<file path="config.mk">
export PLATFORM = sky130hd
export DESIGN_NAME = apb_sub_top
export DESIGN_NICKNAME = d
export VERILOG_FILES = /design/src/design/apb_sub_pkg.sv /design/src/design/apb_if.sv /design/src/design/apb_sub_top.sv /design/src/design/apb_gpio.sv /design/src/design/apb_scratch_regs.sv /design/src/design/apb_bus.sv
export VERILOG_INCLUDE_DIRS = /design/src /design/src/design
export SDC_FILE = /design/constraint.sdc
export NUM_CORES = 1
export LEC_CHECK = 0
export ABC_AREA = 1
export BUFFER_PORTS_ARGS = -buffer_cell sky130_fd_sc_hd__clkbuf_2
export CORE_UTILIZATION = 40
export CTS_CLUSTER_DIAMETER = 80
export CTS_CLUSTER_SIZE = 10
export DETAILED_ROUTE_END_ITERATION = 8
export GPL_TIMING_DRIVEN = 0
export PLACE_DENSITY_LB_ADDON = 0.15
export SYNTH_ARGS = -nofsm -noshare
export SYNTH_HDL_FRONTEND = slang
export SYNTH_SLANG_ARGS = --single-unit
</file>
<file path="constraint.sdc">
create_clock -name pclk_i -period 6.5 [get_ports pclk_i]
set_input_delay 1.3 -clock pclk_i [delete_from_list [all_inputs] [get_ports pclk_i]]
set_output_delay 1.3 -clock pclk_i [all_outputs]
set_load 0.02 [all_outputs]
</file>
<file path="src/design/apb_sub_macros.svh">
//////////////////////////////////////////////////////////////////////
// APB peripheral subsystem constants: bus widths and fixed address map
//////////////////////////////////////////////////////////////////////
`ifndef APB_SUB_MACROS_SVH
`define APB_SUB_MACROS_SVH

// APB bus widths, one strobe bit per data byte
`define APB_ADDR_W 32
`define APB_DATA_W 32
`define APB_STRB_W 4

// number of slave ports behind the bus
`define APB_N_SLV 2

// inclusive address segments, the bus subtracts the begin value
`define SCRATCH_BEGIN 32'h0000_0000
`define SCRATCH_END   32'h0000_000f
`define GPIO_BEGIN    32'h0000_1000
`define GPIO_END      32'h0000_1007

// slave geometry and register offsets inside the GPIO segment
`define SCRATCH_WORDS 4
`define GPIO_W        16
`define GPIO_CFG_OFS  32'h0000_0000
`define GPIO_IN_OFS   32'h0000_0004

`endif
</file>
<file path="src/design/apb_sub_pkg.sv">
//////////////////////////////////////////////////////////////////////
// APB subsystem types: GPIO configuration word and slave port names
//////////////////////////////////////////////////////////////////////
package apb_sub_pkg;

  `include "apb_sub_macros.svh"

  // field view of the GPIO configuration word
  // the output enables sit in the upper half, the output levels in the lower half
  typedef struct packed {
    logic [`GPIO_W-1:0] oe;
    logic [`GPIO_W-1:0] out;
  } gpio_cfg_t;

  // the bus side sees a plain word with byte lanes, the pins see the fields
  typedef union packed {
    logic [`APB_DATA_W-1:0] raw;
    gpio_cfg_t              f;
  } gpio_cfg_u;

  // slave port numbering behind the bus
  // the order must follow the address segment tables in the bus
  typedef enum logic [$clog2(`APB_N_SLV)-1:0] {
    SLV_SCRATCH = 0,
    SLV_GPIO    = 1
  } slv_idx_e;

endpackage

</file>
<file path="src/design/apb_if.sv">
//////////////////////////////////////////////////////////////////////
// APB link between the bus decoder and one slave
//////////////////////////////////////////////////////////////////////
`timescale 1ns/1ps
`include "apb_sub_macros.svh"

interface apb_if;

  // request, driven by the bus
  logic [`APB_ADDR_W-1:0] paddr;
  logic [2:0]             pprot;
  logic                   psel;
  logic                   penable;
  logic                   pwrite;
  logic [`APB_DATA_W-1:0] pwdata;
  logic [`APB_STRB_W-1:0] pstrb;

  // response, driven by the slave
  // prdata and pslverr only mean something in the cycle with pready high
  logic                   pready;
  logic [`APB_DATA_W-1:0] prdata;
  logic                   pslverr;

  // bus side of the link
  modport master (
    output paddr, pprot, psel, penable, pwrite, pwdata, pstrb,
    input  pready, prdata, pslverr
  );

  // peripheral side of the link
  modport slave (
    input  paddr, pprot, psel, penable, pwrite, pwdata, pstrb,
    output pready, prdata, pslverr
  );

endinterface

</file>
<file path="src/design/apb_sub_top.sv">
//////////////////////////////////////////////////////////////////////
// APB subsystem top: bus decoder with scratch bank and GPIO slaves
//////////////////////////////////////////////////////////////////////
`timescale 1ns/1ps
`include "apb_sub_macros.svh"

module apb_sub_top
  import apb_sub_pkg::*;
(
  input  logic                   pclk_i,
  input  logic                   rst_n_i,
  input  logic [`APB_ADDR_W-1:0] paddr_i,
  input  logic [2:0]             pprot_i,
  input  logic                   psel_i,
  input  logic                   penable_i,
  input  logic                   pwrite_i,
  input  logic [`APB_DATA_W-1:0] pwdata_i,
  input  logic [`APB_STRB_W-1:0] pstrb_i,
  output logic                   pready_o,
  output logic [`APB_DATA_W-1:0] prdata_o,
  output logic                   pslverr_o,
  input  logic [`GPIO_W-1:0]     gpio_i,
  output logic [`GPIO_W-1:0]     gpio_o,
  output logic [`GPIO_W-1:0]     gpio_oe_o
);

  // one link per slave port, numbered as in slv_idx_e
  apb_if slv_if [`APB_N_SLV] ();

  // address decode and response mux, no latency of its own
  apb_bus bus_i (
    .pclk_i    (pclk_i),
    .rst_n_i   (rst_n_i),
    .paddr_i   (paddr_i),
    .pprot_i   (pprot_i),
    .psel_i    (psel_i),
    .penable_i (penable_i),
    .pwrite_i  (pwrite_i),
    .pwdata_i  (pwdata_i),
    .pstrb_i   (pstrb_i),
    .pready_o  (pready_o),
    .prdata_o  (prdata_o),
    .pslverr_o (pslverr_o),
    .slv_o     (slv_if)
  );

  // four scratch words at the bottom of the map
  apb_scratch_regs scratch_i (
    .pclk_i  (pclk_i),
    .rst_n_i (rst_n_i),
    .apb     (slv_if[SLV_SCRATCH])
  );

  // GPIO block, every access takes one wait state
  apb_gpio gpio_i_blk (
    .pclk_i    (pclk_i),
    .rst_n_i   (rst_n_i),
    .apb       (slv_if[SLV_GPIO]),
    .gpio_i    (gpio_i),
    .gpio_o    (gpio_o),
    .gpio_oe_o (gpio_oe_o)
  );

endmodule

</file>
<file path="src/design/apb_gpio.sv">
//////////////////////////////////////////////////////////////////////
// APB GPIO: output and enable register, synchronized inputs, one wait state
//////////////////////////////////////////////////////////////////////
`timescale 1ns/1ps
`include "apb_sub_macros.svh"

module apb_gpio
  import apb_sub_pkg::*;
(
  input  logic              pclk_i,
  input  logic              rst_n_i,
  apb_if.slave              apb,
  input  logic [`GPIO_W-1:0] gpio_i,
  output logic [`GPIO_W-1:0] gpio_o,
  output logic [`GPIO_W-1:0] gpio_oe_o
);

  localparam logic [`APB_ADDR_W-1:0] cfg_ofs = `GPIO_CFG_OFS;
  localparam logic [`APB_ADDR_W-1:0] in_ofs = `GPIO_IN_OFS;

  gpio_cfg_u                cfg_q;
  logic [`GPIO_W-1:0]       in_meta_q;
  logic [`GPIO_W-1:0]       in_sync_q;
  logic                     wait_q;
  logic                     access;
  logic                     done;
  logic [`APB_ADDR_W-1:0]   word_addr;
  logic                     is_cfg;
  logic                     is_in;

  assign access = apb.psel && apb.penable;
  // the second access cycle is the completing one
  assign done   = access && wait_q;

  // register decode on word addresses
  assign word_addr = {apb.paddr[`APB_ADDR_W-1:2], 2'b00};
  assign is_cfg    = (word_addr == cfg_ofs);
  assign is_in     = (word_addr == in_ofs);

  // wait_q marks that the first access cycle has gone by
  // it falls again with the completing cycle, ready for back-to-back transfers
  always_ff @(posedge pclk_i or negedge rst_n_i) begin
    if (!rst_n_i) begin
      wait_q <= 1'b0;
    end else begin
      wait_q <= access && !wait_q;
    end
  end

  // configuration word, written through the raw view one byte lane at a time
  always_ff @(posedge pclk_i or negedge rst_n_i) begin
    if (!rst_n_i) begin
      cfg_q.raw <= '0;
    end else if (done && apb.pwrite && is_cfg) begin
      for (int b = 0; b < `APB_STRB_W; b++) begin
        if (apb.pstrb[b]) begin
          cfg_q.raw[8*b +: 8] <= apb.pwdata[8*b +: 8];
        end
      end
    end
  end

  // two-flop synchronizer for the asynchronous input pins
  always_ff @(posedge pclk_i or negedge rst_n_i) begin
    if (!rst_n_i) begin
      in_meta_q <= '0;
      in_sync_q <= '0;
    end else begin
      in_meta_q <= gpio_i;
      in_sync_q <= in_meta_q;
    end
  end

  // the pins follow the field view of the same register
  assign gpio_o    = cfg_q.f.out;
  assign gpio_oe_o = cfg_q.f.oe;

  assign apb.pready = done;
  // the input word is read-only, a write to it fails and changes nothing
  assign apb.pslverr = done && apb.pwrite && is_in;

  always_comb begin
    apb.prdata = '0;
    if (is_cfg) begin
      apb.prdata = cfg_q.raw;
    end else if (is_in) begin
      apb.prdata[`GPIO_W-1:0] = in_sync_q;
    end
  end

  // ready only after a full access cycle has already passed in this transfer
  a_one_wait : assert property (
    @(posedge pclk_i) disable iff (!rst_n_i)
    apb.pready |-> (access && $past(access))
  );

endmodule

</file>
<file path="src/design/apb_scratch_regs.sv">
//////////////////////////////////////////////////////////////////////
// APB scratch register bank, four words with byte strobes, no wait states
//////////////////////////////////////////////////////////////////////
`timescale 1ns/1ps
`include "apb_sub_macros.svh"

module apb_scratch_regs (
  input  logic  pclk_i,
  input  logic  rst_n_i,
  apb_if.slave  apb
);

  localparam int idx_w = $clog2(`SCRATCH_WORDS);
  localparam int bytes_per_word = `APB_DATA_W / 8;
  // highest word-aligned offset inside the segment
  localparam logic [`APB_ADDR_W-1:0] last_ofs = (`SCRATCH_WORDS - 1) * bytes_per_word;

  logic [`APB_DATA_W-1:0] words_q [`SCRATCH_WORDS];
  logic [idx_w-1:0]       idx;
  logic                   access;
  logic                   wr_en;

  // word select from the offset, the byte bits below are ignored
  assign idx = apb.paddr[idx_w+1:2];

  // every access phase is also the completing cycle
  assign access = apb.psel && apb.penable;
  assign wr_en  = access && apb.pwrite;

  // the words are visible state, so they start from zero
  always_ff @(posedge pclk_i or negedge rst_n_i) begin
    if (!rst_n_i) begin
      for (int w = 0; w < `SCRATCH_WORDS; w++) begin
        words_q[w] <= '0;
      end
    end else if (wr_en) begin
      // each strobe bit guards one byte lane
      for (int b = 0; b < `APB_STRB_W; b++) begin
        if (apb.pstrb[b]) begin
          words_q[idx][8*b +: 8] <= apb.pwdata[8*b +: 8];
        end
      end
    end
  end

  // zero wait states: ready for the whole access phase
  assign apb.pready  = access;
  assign apb.prdata  = words_q[idx];
  // no access to this bank can fail
  assign apb.pslverr = 1'b0;

  // the bus decode must keep the word part of the relative address inside the four words
  a_ofs_range : assert property (
    @(posedge pclk_i) disable iff (!rst_n_i)
    apb.psel |-> ({apb.paddr[`APB_ADDR_W-1:2], 2'b00} <= last_ofs)
  );

endmodule

</file>
<file path="src/design/apb_bus.sv">
//////////////////////////////////////////////////////////////////////
// APB bus: one master to two slaves with fixed address segments
//////////////////////////////////////////////////////////////////////
`timescale 1ns/1ps
`include "apb_sub_macros.svh"

module apb_bus
  import apb_sub_pkg::*;
(
  input  logic                   pclk_i,
  input  logic                   rst_n_i,
  input  logic [`APB_ADDR_W-1:0] paddr_i,
  input  logic [2:0]             pprot_i,
  input  logic                   psel_i,
  input  logic                   penable_i,
  input  logic                   pwrite_i,
  input  logic [`APB_DATA_W-1:0] pwdata_i,
  input  logic [`APB_STRB_W-1:0] pstrb_i,
  output logic                   pready_o,
  output logic [`APB_DATA_W-1:0] prdata_o,
  output logic                   pslverr_o,
  apb_if.master                  slv_o [`APB_N_SLV]
);

  // segment tables, entry i belongs to slave port i (see slv_idx_e)
  localparam logic [`APB_ADDR_W-1:0] seg_begin [`APB_N_SLV] = '{`SCRATCH_BEGIN, `GPIO_BEGIN};
  localparam logic [`APB_ADDR_W-1:0] seg_end [`APB_N_SLV] = '{`SCRATCH_END, `GPIO_END};

  logic [`APB_N_SLV-1:0]   psel_s;
  logic [`APB_N_SLV-1:0]   pready_s;
  logic [`APB_N_SLV-1:0]   pslverr_s;
  logic [`APB_DATA_W-1:0]  prdata_s [`APB_N_SLV];
  slv_idx_e                sel_idx;
  logic                    dec_err;

  for (genvar i = 0; i < `APB_N_SLV; i++) begin : gen_slv
    // only the slave whose segment holds the address sees psel
    assign psel_s[i] = psel_i && (paddr_i >= seg_begin[i]) && (paddr_i <= seg_end[i]);

    // slaves get addresses relative to their own segment base
    assign slv_o[i].paddr   = paddr_i - seg_begin[i];
    assign slv_o[i].pprot   = pprot_i;
    assign slv_o[i].psel    = psel_s[i];
    assign slv_o[i].penable = penable_i;
    assign slv_o[i].pwrite  = pwrite_i;
    assign slv_o[i].pwdata  = pwdata_i;
    assign slv_o[i].pstrb   = pstrb_i;

    // gather the responses so the mux below can index them
    assign pready_s[i]  = slv_o[i].pready;
    assign prdata_s[i]  = slv_o[i].prdata;
    assign pslverr_s[i] = slv_o[i].pslverr;
  end

  // a selected transfer that hits no segment is answered here
  assign dec_err = psel_i && !(|psel_s);

  // turn the one-hot select into a port number for the response mux
  always_comb begin
    sel_idx = SLV_SCRATCH;
    for (int i = 0; i < `APB_N_SLV; i++) begin
      if (psel_s[i]) begin
        sel_idx = slv_idx_e'(i);
      end
    end
  end

  // response back to the master, quiet while psel is low
  always_comb begin
    pready_o  = 1'b0;
    prdata_o  = '0;
    pslverr_o = 1'b0;
    if (dec_err) begin
      // completes in the first access cycle, read data stays zero
      pready_o  = 1'b1;
      pslverr_o = 1'b1;
    end else if (psel_i) begin
      pready_o  = pready_s[sel_idx];
      prdata_o  = prdata_s[sel_idx];
      pslverr_o = pslverr_s[sel_idx];
    end
  end

  // the segments must never overlap, so no two slaves are selected together
  a_psel_onehot : assert property (
    @(posedge pclk_i) disable iff (!rst_n_i) $onehot0(psel_s)
  );

  // the master must not enter the access phase without a selected transfer
  a_penable_psel : assert property (
    @(posedge pclk_i) disable iff (!rst_n_i) penable_i |-> psel_i
  );

  // a stalled access keeps its whole request until a slave answers
  a_req_stable : assert property (
    @(posedge pclk_i) disable iff (!rst_n_i)
    (psel_i && penable_i && !pready_o) |=>
      (psel_i && penable_i && $stable(paddr_i) && $stable(pprot_i) &&
       $stable(pwrite_i) && $stable(pwdata_i) && $stable(pstrb_i))
  );

endmodule

</file>
After elaboration in Yosys (flattened, before gate mapping)
Index checks and enable logic that the tools add are counted.
{"block": "word_totals", "reg_bits": 193, "out_inout_bits": 66, "wordCells": 84}
{"block": "classes", "n_addsub": 1, "n_lt_le_gt_ge": 8, "n_eq_ne": 1, "muxes": 39, "bitwise": 2, "reduce_logical": 22}
{"cell": "$mux 128", "n": 7}
{"cell": "$bwmux 128", "n": 4}
{"cell": "$demux 32 s2", "n": 4}
{"cell": "$mux 32", "n": 8}
{"cell": "$bmux 32 s2", "n": 1}
{"cell": "$mux 16", "n": 4}
{"cell": "$ge 32x1->1 const B", "n": 1}
{"cell": "$ge 32x13->1 const B", "n": 1}
{"cell": "$le 32x13->1 const B", "n": 1}
{"cell": "$le 32x4->1 const B", "n": 1}
{"cell": "$logic_not 32->1", "n": 1}
{"cell": "$sub 32x13->32 const B", "n": 1}
{"cell": "$eq 30x1->1 const B", "n": 1}
{"cell": "$mux 24", "n": 1}
{"cell": "$logic_and 1x1->1", "n": 14}
{"cell": "$mux 1", "n": 9}
{"cell": "$mux 8", "n": 1}
{"cell": "$reduce_and 2->1", "n": 4}
{"cell": "$ge 3x3->1 const B", "n": 1}
{"cell": "$lt 3x1->1 const B", "n": 1}
{"cell": "$not 2->3", "n": 1}
{"cell": "$ge 2x2->1 const B", "n": 1}
{"cell": "$logic_not 1->1", "n": 2}
{"cell": "$lt 1x2->1 const B", "n": 1}
{"cell": "2 further kinds", "n": 2}

Logic depth before layout (Yosys ltp)
{"block": "logic_depth", "ltp_word": 16, "mapped_depth": 13, "mapped_depth_nobuf": 12}

Cells and area by module
Synthesis repeated with hierarchy kept, for this count alone.
{"block": "hier_totals", "hier_cells": 1472, "hier_area_um2": 11006.8}
{"mod": "apb_scratch_regs", "instances": 1, "cells_per_inst": 752, "area_each_um2": 5947.0, "seq_area_each_um2": 3203.1}
{"mod": "apb_gpio", "instances": 1, "cells_per_inst": 301, "area_each_um2": 2701.3, "seq_area_each_um2": 1626.6}
{"mod": "apb_bus", "instances": 1, "cells_per_inst": 419, "area_each_um2": 2358.5, "seq_area_each_um2": 0.0}

Worst setup path after synthesis
No wires, ideal clock.
{"block": "synth_path", "path_type": "in2out", "from": "input paddr_i[4]", "to": "output prdata_o[23]", "arrival_time_ps": 2962, "required_ps": 5200, "slack_ps": 2238, "cell_stages": 9, "n_path_buf": 1, "cell_sequence": "or2_1 -> nor3_4 -> nand2_1 -> nor2_1 -> inv_1 -> nor2_4 -> buf_2 -> nand2_1 -> a21oi_1"}
{"block": "synth_between", "elab_chain_cells": 10, "elab_cells_between_ends": 21, "classes_between": "add/sub (1); order compare (4); mux (7); bitwise (1); reduce/logical (8)"}
{"element": "from (decl)", "line": "apb_sub_top.sv:12", "source": "input logic [`APB_ADDR_W-1:0] paddr_i,"}
{"element": "branches (longest 9 deep; another with $sub 32x13->32)"}
{"element": "$mux 32 *", "line": "apb_bus.sv:73", "source": "if (dec_err) begin"}
{"element": "to (decl)", "line": "apb_sub_top.sv:20", "source": "output logic [`APB_DATA_W-1:0] prdata_o,"}
Every way passes the cells marked *. The select of a mux whose other input is x is not followed.

Final worst setup path
{"block": "layout_path", "from": "input psel_i", "to": "output pslverr_o"}
{"block": "layout_between", "elab_chain_cells": 10, "elab_cells_between_ends": 16, "classes_between": "mux (5); reduce/logical (11)"}
{"element": "from (decl)", "line": "apb_sub_top.sv:14", "source": "input logic psel_i,"}
{"element": "$logic_and 1x1->1 (2 in series)", "line": "apb_bus.sv:38", "source": "assign psel_s[i] = psel_i && (paddr_i >= seg_begin[i]) && (paddr_i <= seg_end[i]);"}
{"element": "$logic_and 1x1->1", "line": "apb_gpio.sv:31", "source": "assign access = apb.psel && apb.penable;"}
{"element": "$logic_and 1x1->1", "line": "apb_gpio.sv:33", "source": "assign done = access && wait_q;"}
{"element": "$logic_and 1x1->1 (2 in series)", "line": "apb_gpio.sv:80", "source": "assign apb.pslverr = done && apb.pwrite && is_in;"}
{"element": "$mux 1 (implied by the code) (2 in series)", "line": "apb_bus.sv:80", "source": "pslverr_o = pslverr_s[sel_idx];"}
{"element": "$mux 1", "line": "apb_bus.sv:77", "source": "end else if (psel_i) begin"}
{"element": "$mux 1 *", "line": "apb_bus.sv:73"}
{"element": "to (decl)", "line": "apb_sub_top.sv:21", "source": "output logic pslverr_o,"}
Mark *: on every way between the ends. The rest lies on a longest branch, timed or not. The select of a mux whose other input is x is not followed.

==> impl_metrics.env <==
export IMPL_reg2reg_depth=5
export IMPL_cp_start_kind="input pin"
export IMPL_clock_latency_ns=0.43
export IMPL_worstMarginPinSlew_ns=0.8060
export IMPL_reg2reg_to="gpio_i_blk.cfg_q[25]$_DFFE_PN0P_"
export IMPL_port_buffers=148
export IMPL_cts_sink_count=193
export IMPL_avgSynthCellArea_um2=8.386
export IMPL_initial_core_util_pct=41.24
export IMPL_cts_root_buf="clkbuf_16"
export IMPL_hold_buffers=0
export IMPL_r2r_start="gpio_i_blk.wait_q$_DFF_PN0_"
export IMPL_drt_pass1_iterations=7
export IMPL_clk_pin_slew_ns=0.07
export IMPL_rrSetupSlack_ns=4.83
export IMPL_crit_arrival_ns=3.75
export IMPL_yosys_warnings=0
export IMPL_tns_ns=0
export IMPL_gp_congestion=0.8086
export IMPL_area_delta_synth_final_pct=19.87
export IMPL_grt_pass1_vias=7604
export IMPL_clock_path_buffers=2
export IMPL_hold_start="gpio_i_blk.in_meta_q[3]$_DFF_PN0_"
export IMPL_cts_buffers=17
export IMPL_ir_worst_vdd_mv=0.1836
export IMPL_slew_limit_headroom_pct=46.27
export IMPL_synth_seq_cells=193
export IMPL_p_switching_mw=0.6073
export IMPL_whs_ns=0.3458
export IMPL_drc_errors=0
export IMPL_hold_path_class="reg2reg"
export IMPL_die_area_mm2=0.02255
export IMPL_hold_viol=0
export IMPL_finalCritPeriodShare_pct=77.74
export IMPL_status="completed"
export IMPL_syn_area_mm2=0.008780
export IMPL_synth_fp_nets=1139
export IMPL_grt_util_all_layers_pct=24.89
export IMPL_setup_viol=0
export IMPL_p_per_area_mw_per_mm2=232.2
export IMPL_fillers=2118
export IMPL_cts_setup_buffers=0
export IMPL_rows=53
export IMPL_crit_required_ns=5.20
export IMPL_min_period_ns=5.053
export IMPL_combPwrFrac_pct=6.3
export IMPL_seq_area_frac_synth_pct=55.01
export IMPL_cts_resized=0
export IMPL_grt_pass1_wl_um=41910
export IMPL_maxSlewViolCount=0
export IMPL_fin_skew_ns=0.005588
export IMPL_layout_nets=1308
export IMPL_ant_nets=0
export IMPL_vias=8077
export IMPL_cts_tree="built"
export IMPL_seqPwrFrac_pct=49.6
export IMPL_antenna_found_initial=0
export IMPL_ios=158
export IMPL_rsz0062_at_grt="no"
export IMPL_dp_hpwl_um=19110
export IMPL_die_x_um=150.2
export IMPL_wl_per_cell_um=17.89
export IMPL_endpoint_kind="output pin"
export IMPL_n_antenna_cell=0
export IMPL_coreArea_mm2=0.02129
export IMPL_fin_util_pct=49.44
export IMPL_maxCapViolations=0
export IMPL_ys_types=30
export IMPL_p_leak_nw=5.135
export IMPL_drtIter0Drc=661
export IMPL_power_mw=2.444
export IMPL_totalWireLength_um=26900
export IMPL_holdPathStages=0
export IMPL_overflow=0
export IMPL_switching_share_pct=24.85
export IMPL_drive_above_1_share_pct=18.39
export IMPL_cts_htree_levels=4
export IMPL_intPower_mw=1.837
export IMPL_min_to="gpio_i_blk.in_sync_q[3]$_DFF_PN0_"
export IMPL_critPathMaxFanout=10
export IMPL_vias_per_cell=5.370
export IMPL_die_y_um=150.2
export IMPL_worstSetupPathType="in2out"
export IMPL_grt_max_degree=71
export IMPL_clkPwrFrac_pct=44.0
export IMPL_max_freq_mhz=197.9
export IMPL_final_area_mm2=0.01052
export IMPL_postPlaceCellArea_mm2=0.009928
export IMPL_syn_inst=1047
per-layer routing:
metal / wire, um / global-route usage, % / part of all wire [%]
met1: 12260 / 35.82 / 46
met2: 12490 / 39.05 / 46
met3: 1625 / 3.485 / 6.0
met4: 525 / 7.323 / 2.0
met5: 0 / 0 / 0
cell type report:
| type | count | area [um^2] | area share (%) |
|---|---|---|---|
| plain buffers | 57 | 251.5 | 2.390 |
| clock buffers | 17 | 425.4 | 4.042 |
| clock inverters | 15 | 170.2 | 1.617 |
| inverters | 87 | 326.6 | 3.103 |
| multi-input cells | 710 | 3372 | 32.04 |
| flip-flops and latches | 193 | 4830 | 45.89 |
| well taps | 275 | 344.1 | 3.270 |
| repair buffers | 150 | 804.5 | 7.645 |
cell usage in the layout, fill, tap and decap left out, types with 9 or more instances in the layout:
master and instances:
clkbuf_16 17, a21oi_1 32, o21ai_0 136, nand3_1 29, dfrtp_1 193, clkbuf_1 34, nor2_2 9, inv_1 85
o22ai_1 42, nand2_1 280, nand4_1 68, clkbuf_2 147, buf_2 18, nor2_1 77
power by group through the flow:
stage          clock (mW)  combinational (mW)  sequential [mW]
2_1_floorplan           0              0.0644             1.24
4_1_cts              1.10               0.156             1.21
6_report             1.08               0.155             1.21
3_5_place_dp            0               0.155             1.24
5_1_grt              1.15               0.172             1.21
3_3_place_gp            0               0.151             1.24
metrics by stage:
stage               cells  setup slack (ns)
floorplan            1047             2.238
finish               1504             1.447
CTS                  1504             1.415
detailed placement   1472             1.428
global route         1504             1.202
global placement     1470            0.2715
registers in the layout (all words and copies together), names as in the netlist:
register	cells
scratch_i.words_q	128
gpio_i_blk.cfg_q	32
gpio_i_blk.in_meta_q	16
gpio_i_blk.in_sync_q	16
gpio_i_blk.wait_q	1
synthesized netlist by cell type, drive strengths merged:
cell	n	area share, %
a21oi	32	1.8
and2	2	0.14
buf	23	1.4
clkbuf	34	1.5
dfrtp	193	55
inv	87	3.7
nand2	286	12
nand3	29	1.7
nand3b	1	0.086
nand4	68	4.8
nor2	89	4.3
nor3	3	0.48
nor3b	1	0.086
o211ai	1	0.086
o21ai	141	8.0
o21bai	1	0.086
o221ai	6	0.60
o22a	6	0.60
o22ai	42	3.0
or2	1	0.071
xnor2	1	0.10
cells by family (layout without fill, tap and decap cells):
kind of cell	Yosys count	count (layout)	share of synthesized area [%]
flip-flops	193	193	55.01
XOR/XNOR	1	1	0.09978
buffers and inverters	144	326	6.584
AO/OA/AOI/OAI	229	229	14.22
AND/OR/NAND/NOR	480	480	24.08
critical path, stage by stage:
cell and delay, ns:
clkbuf_2 0.22, nand3_1 0.11, nor2_1 0.11, nand4_1 0.19
nor3_4 0.40, inv_2 0.19, nor2_4 0.33, buf_2 0.30
nand4_1 0.21, nand2_1 0.18, clkbuf_2 0.19
worst max path at each step:
stage | endpoint | cells after the start | slack, ns | start
3_3_place_gp | gpio_i_blk.in_sync_q[1]$_DFF_PN0_ | 1 | 0.27 | rst_n_i
6_report | pslverr_o | 11 | 1.45 | psel_i
2_1_floorplan | prdata_o[23] | 9 | 2.24 | paddr_i[4]
3_5_place_dp | prdata_o[15] | 11 | 1.43 | paddr_i[27]
4_1_cts | prdata_o[15] | 11 | 1.42 | paddr_i[27]
5_1_grt | pslverr_o | 12 | 1.20 | paddr_i[16]
No activity file was read; power rests on OpenSTA's default activity.
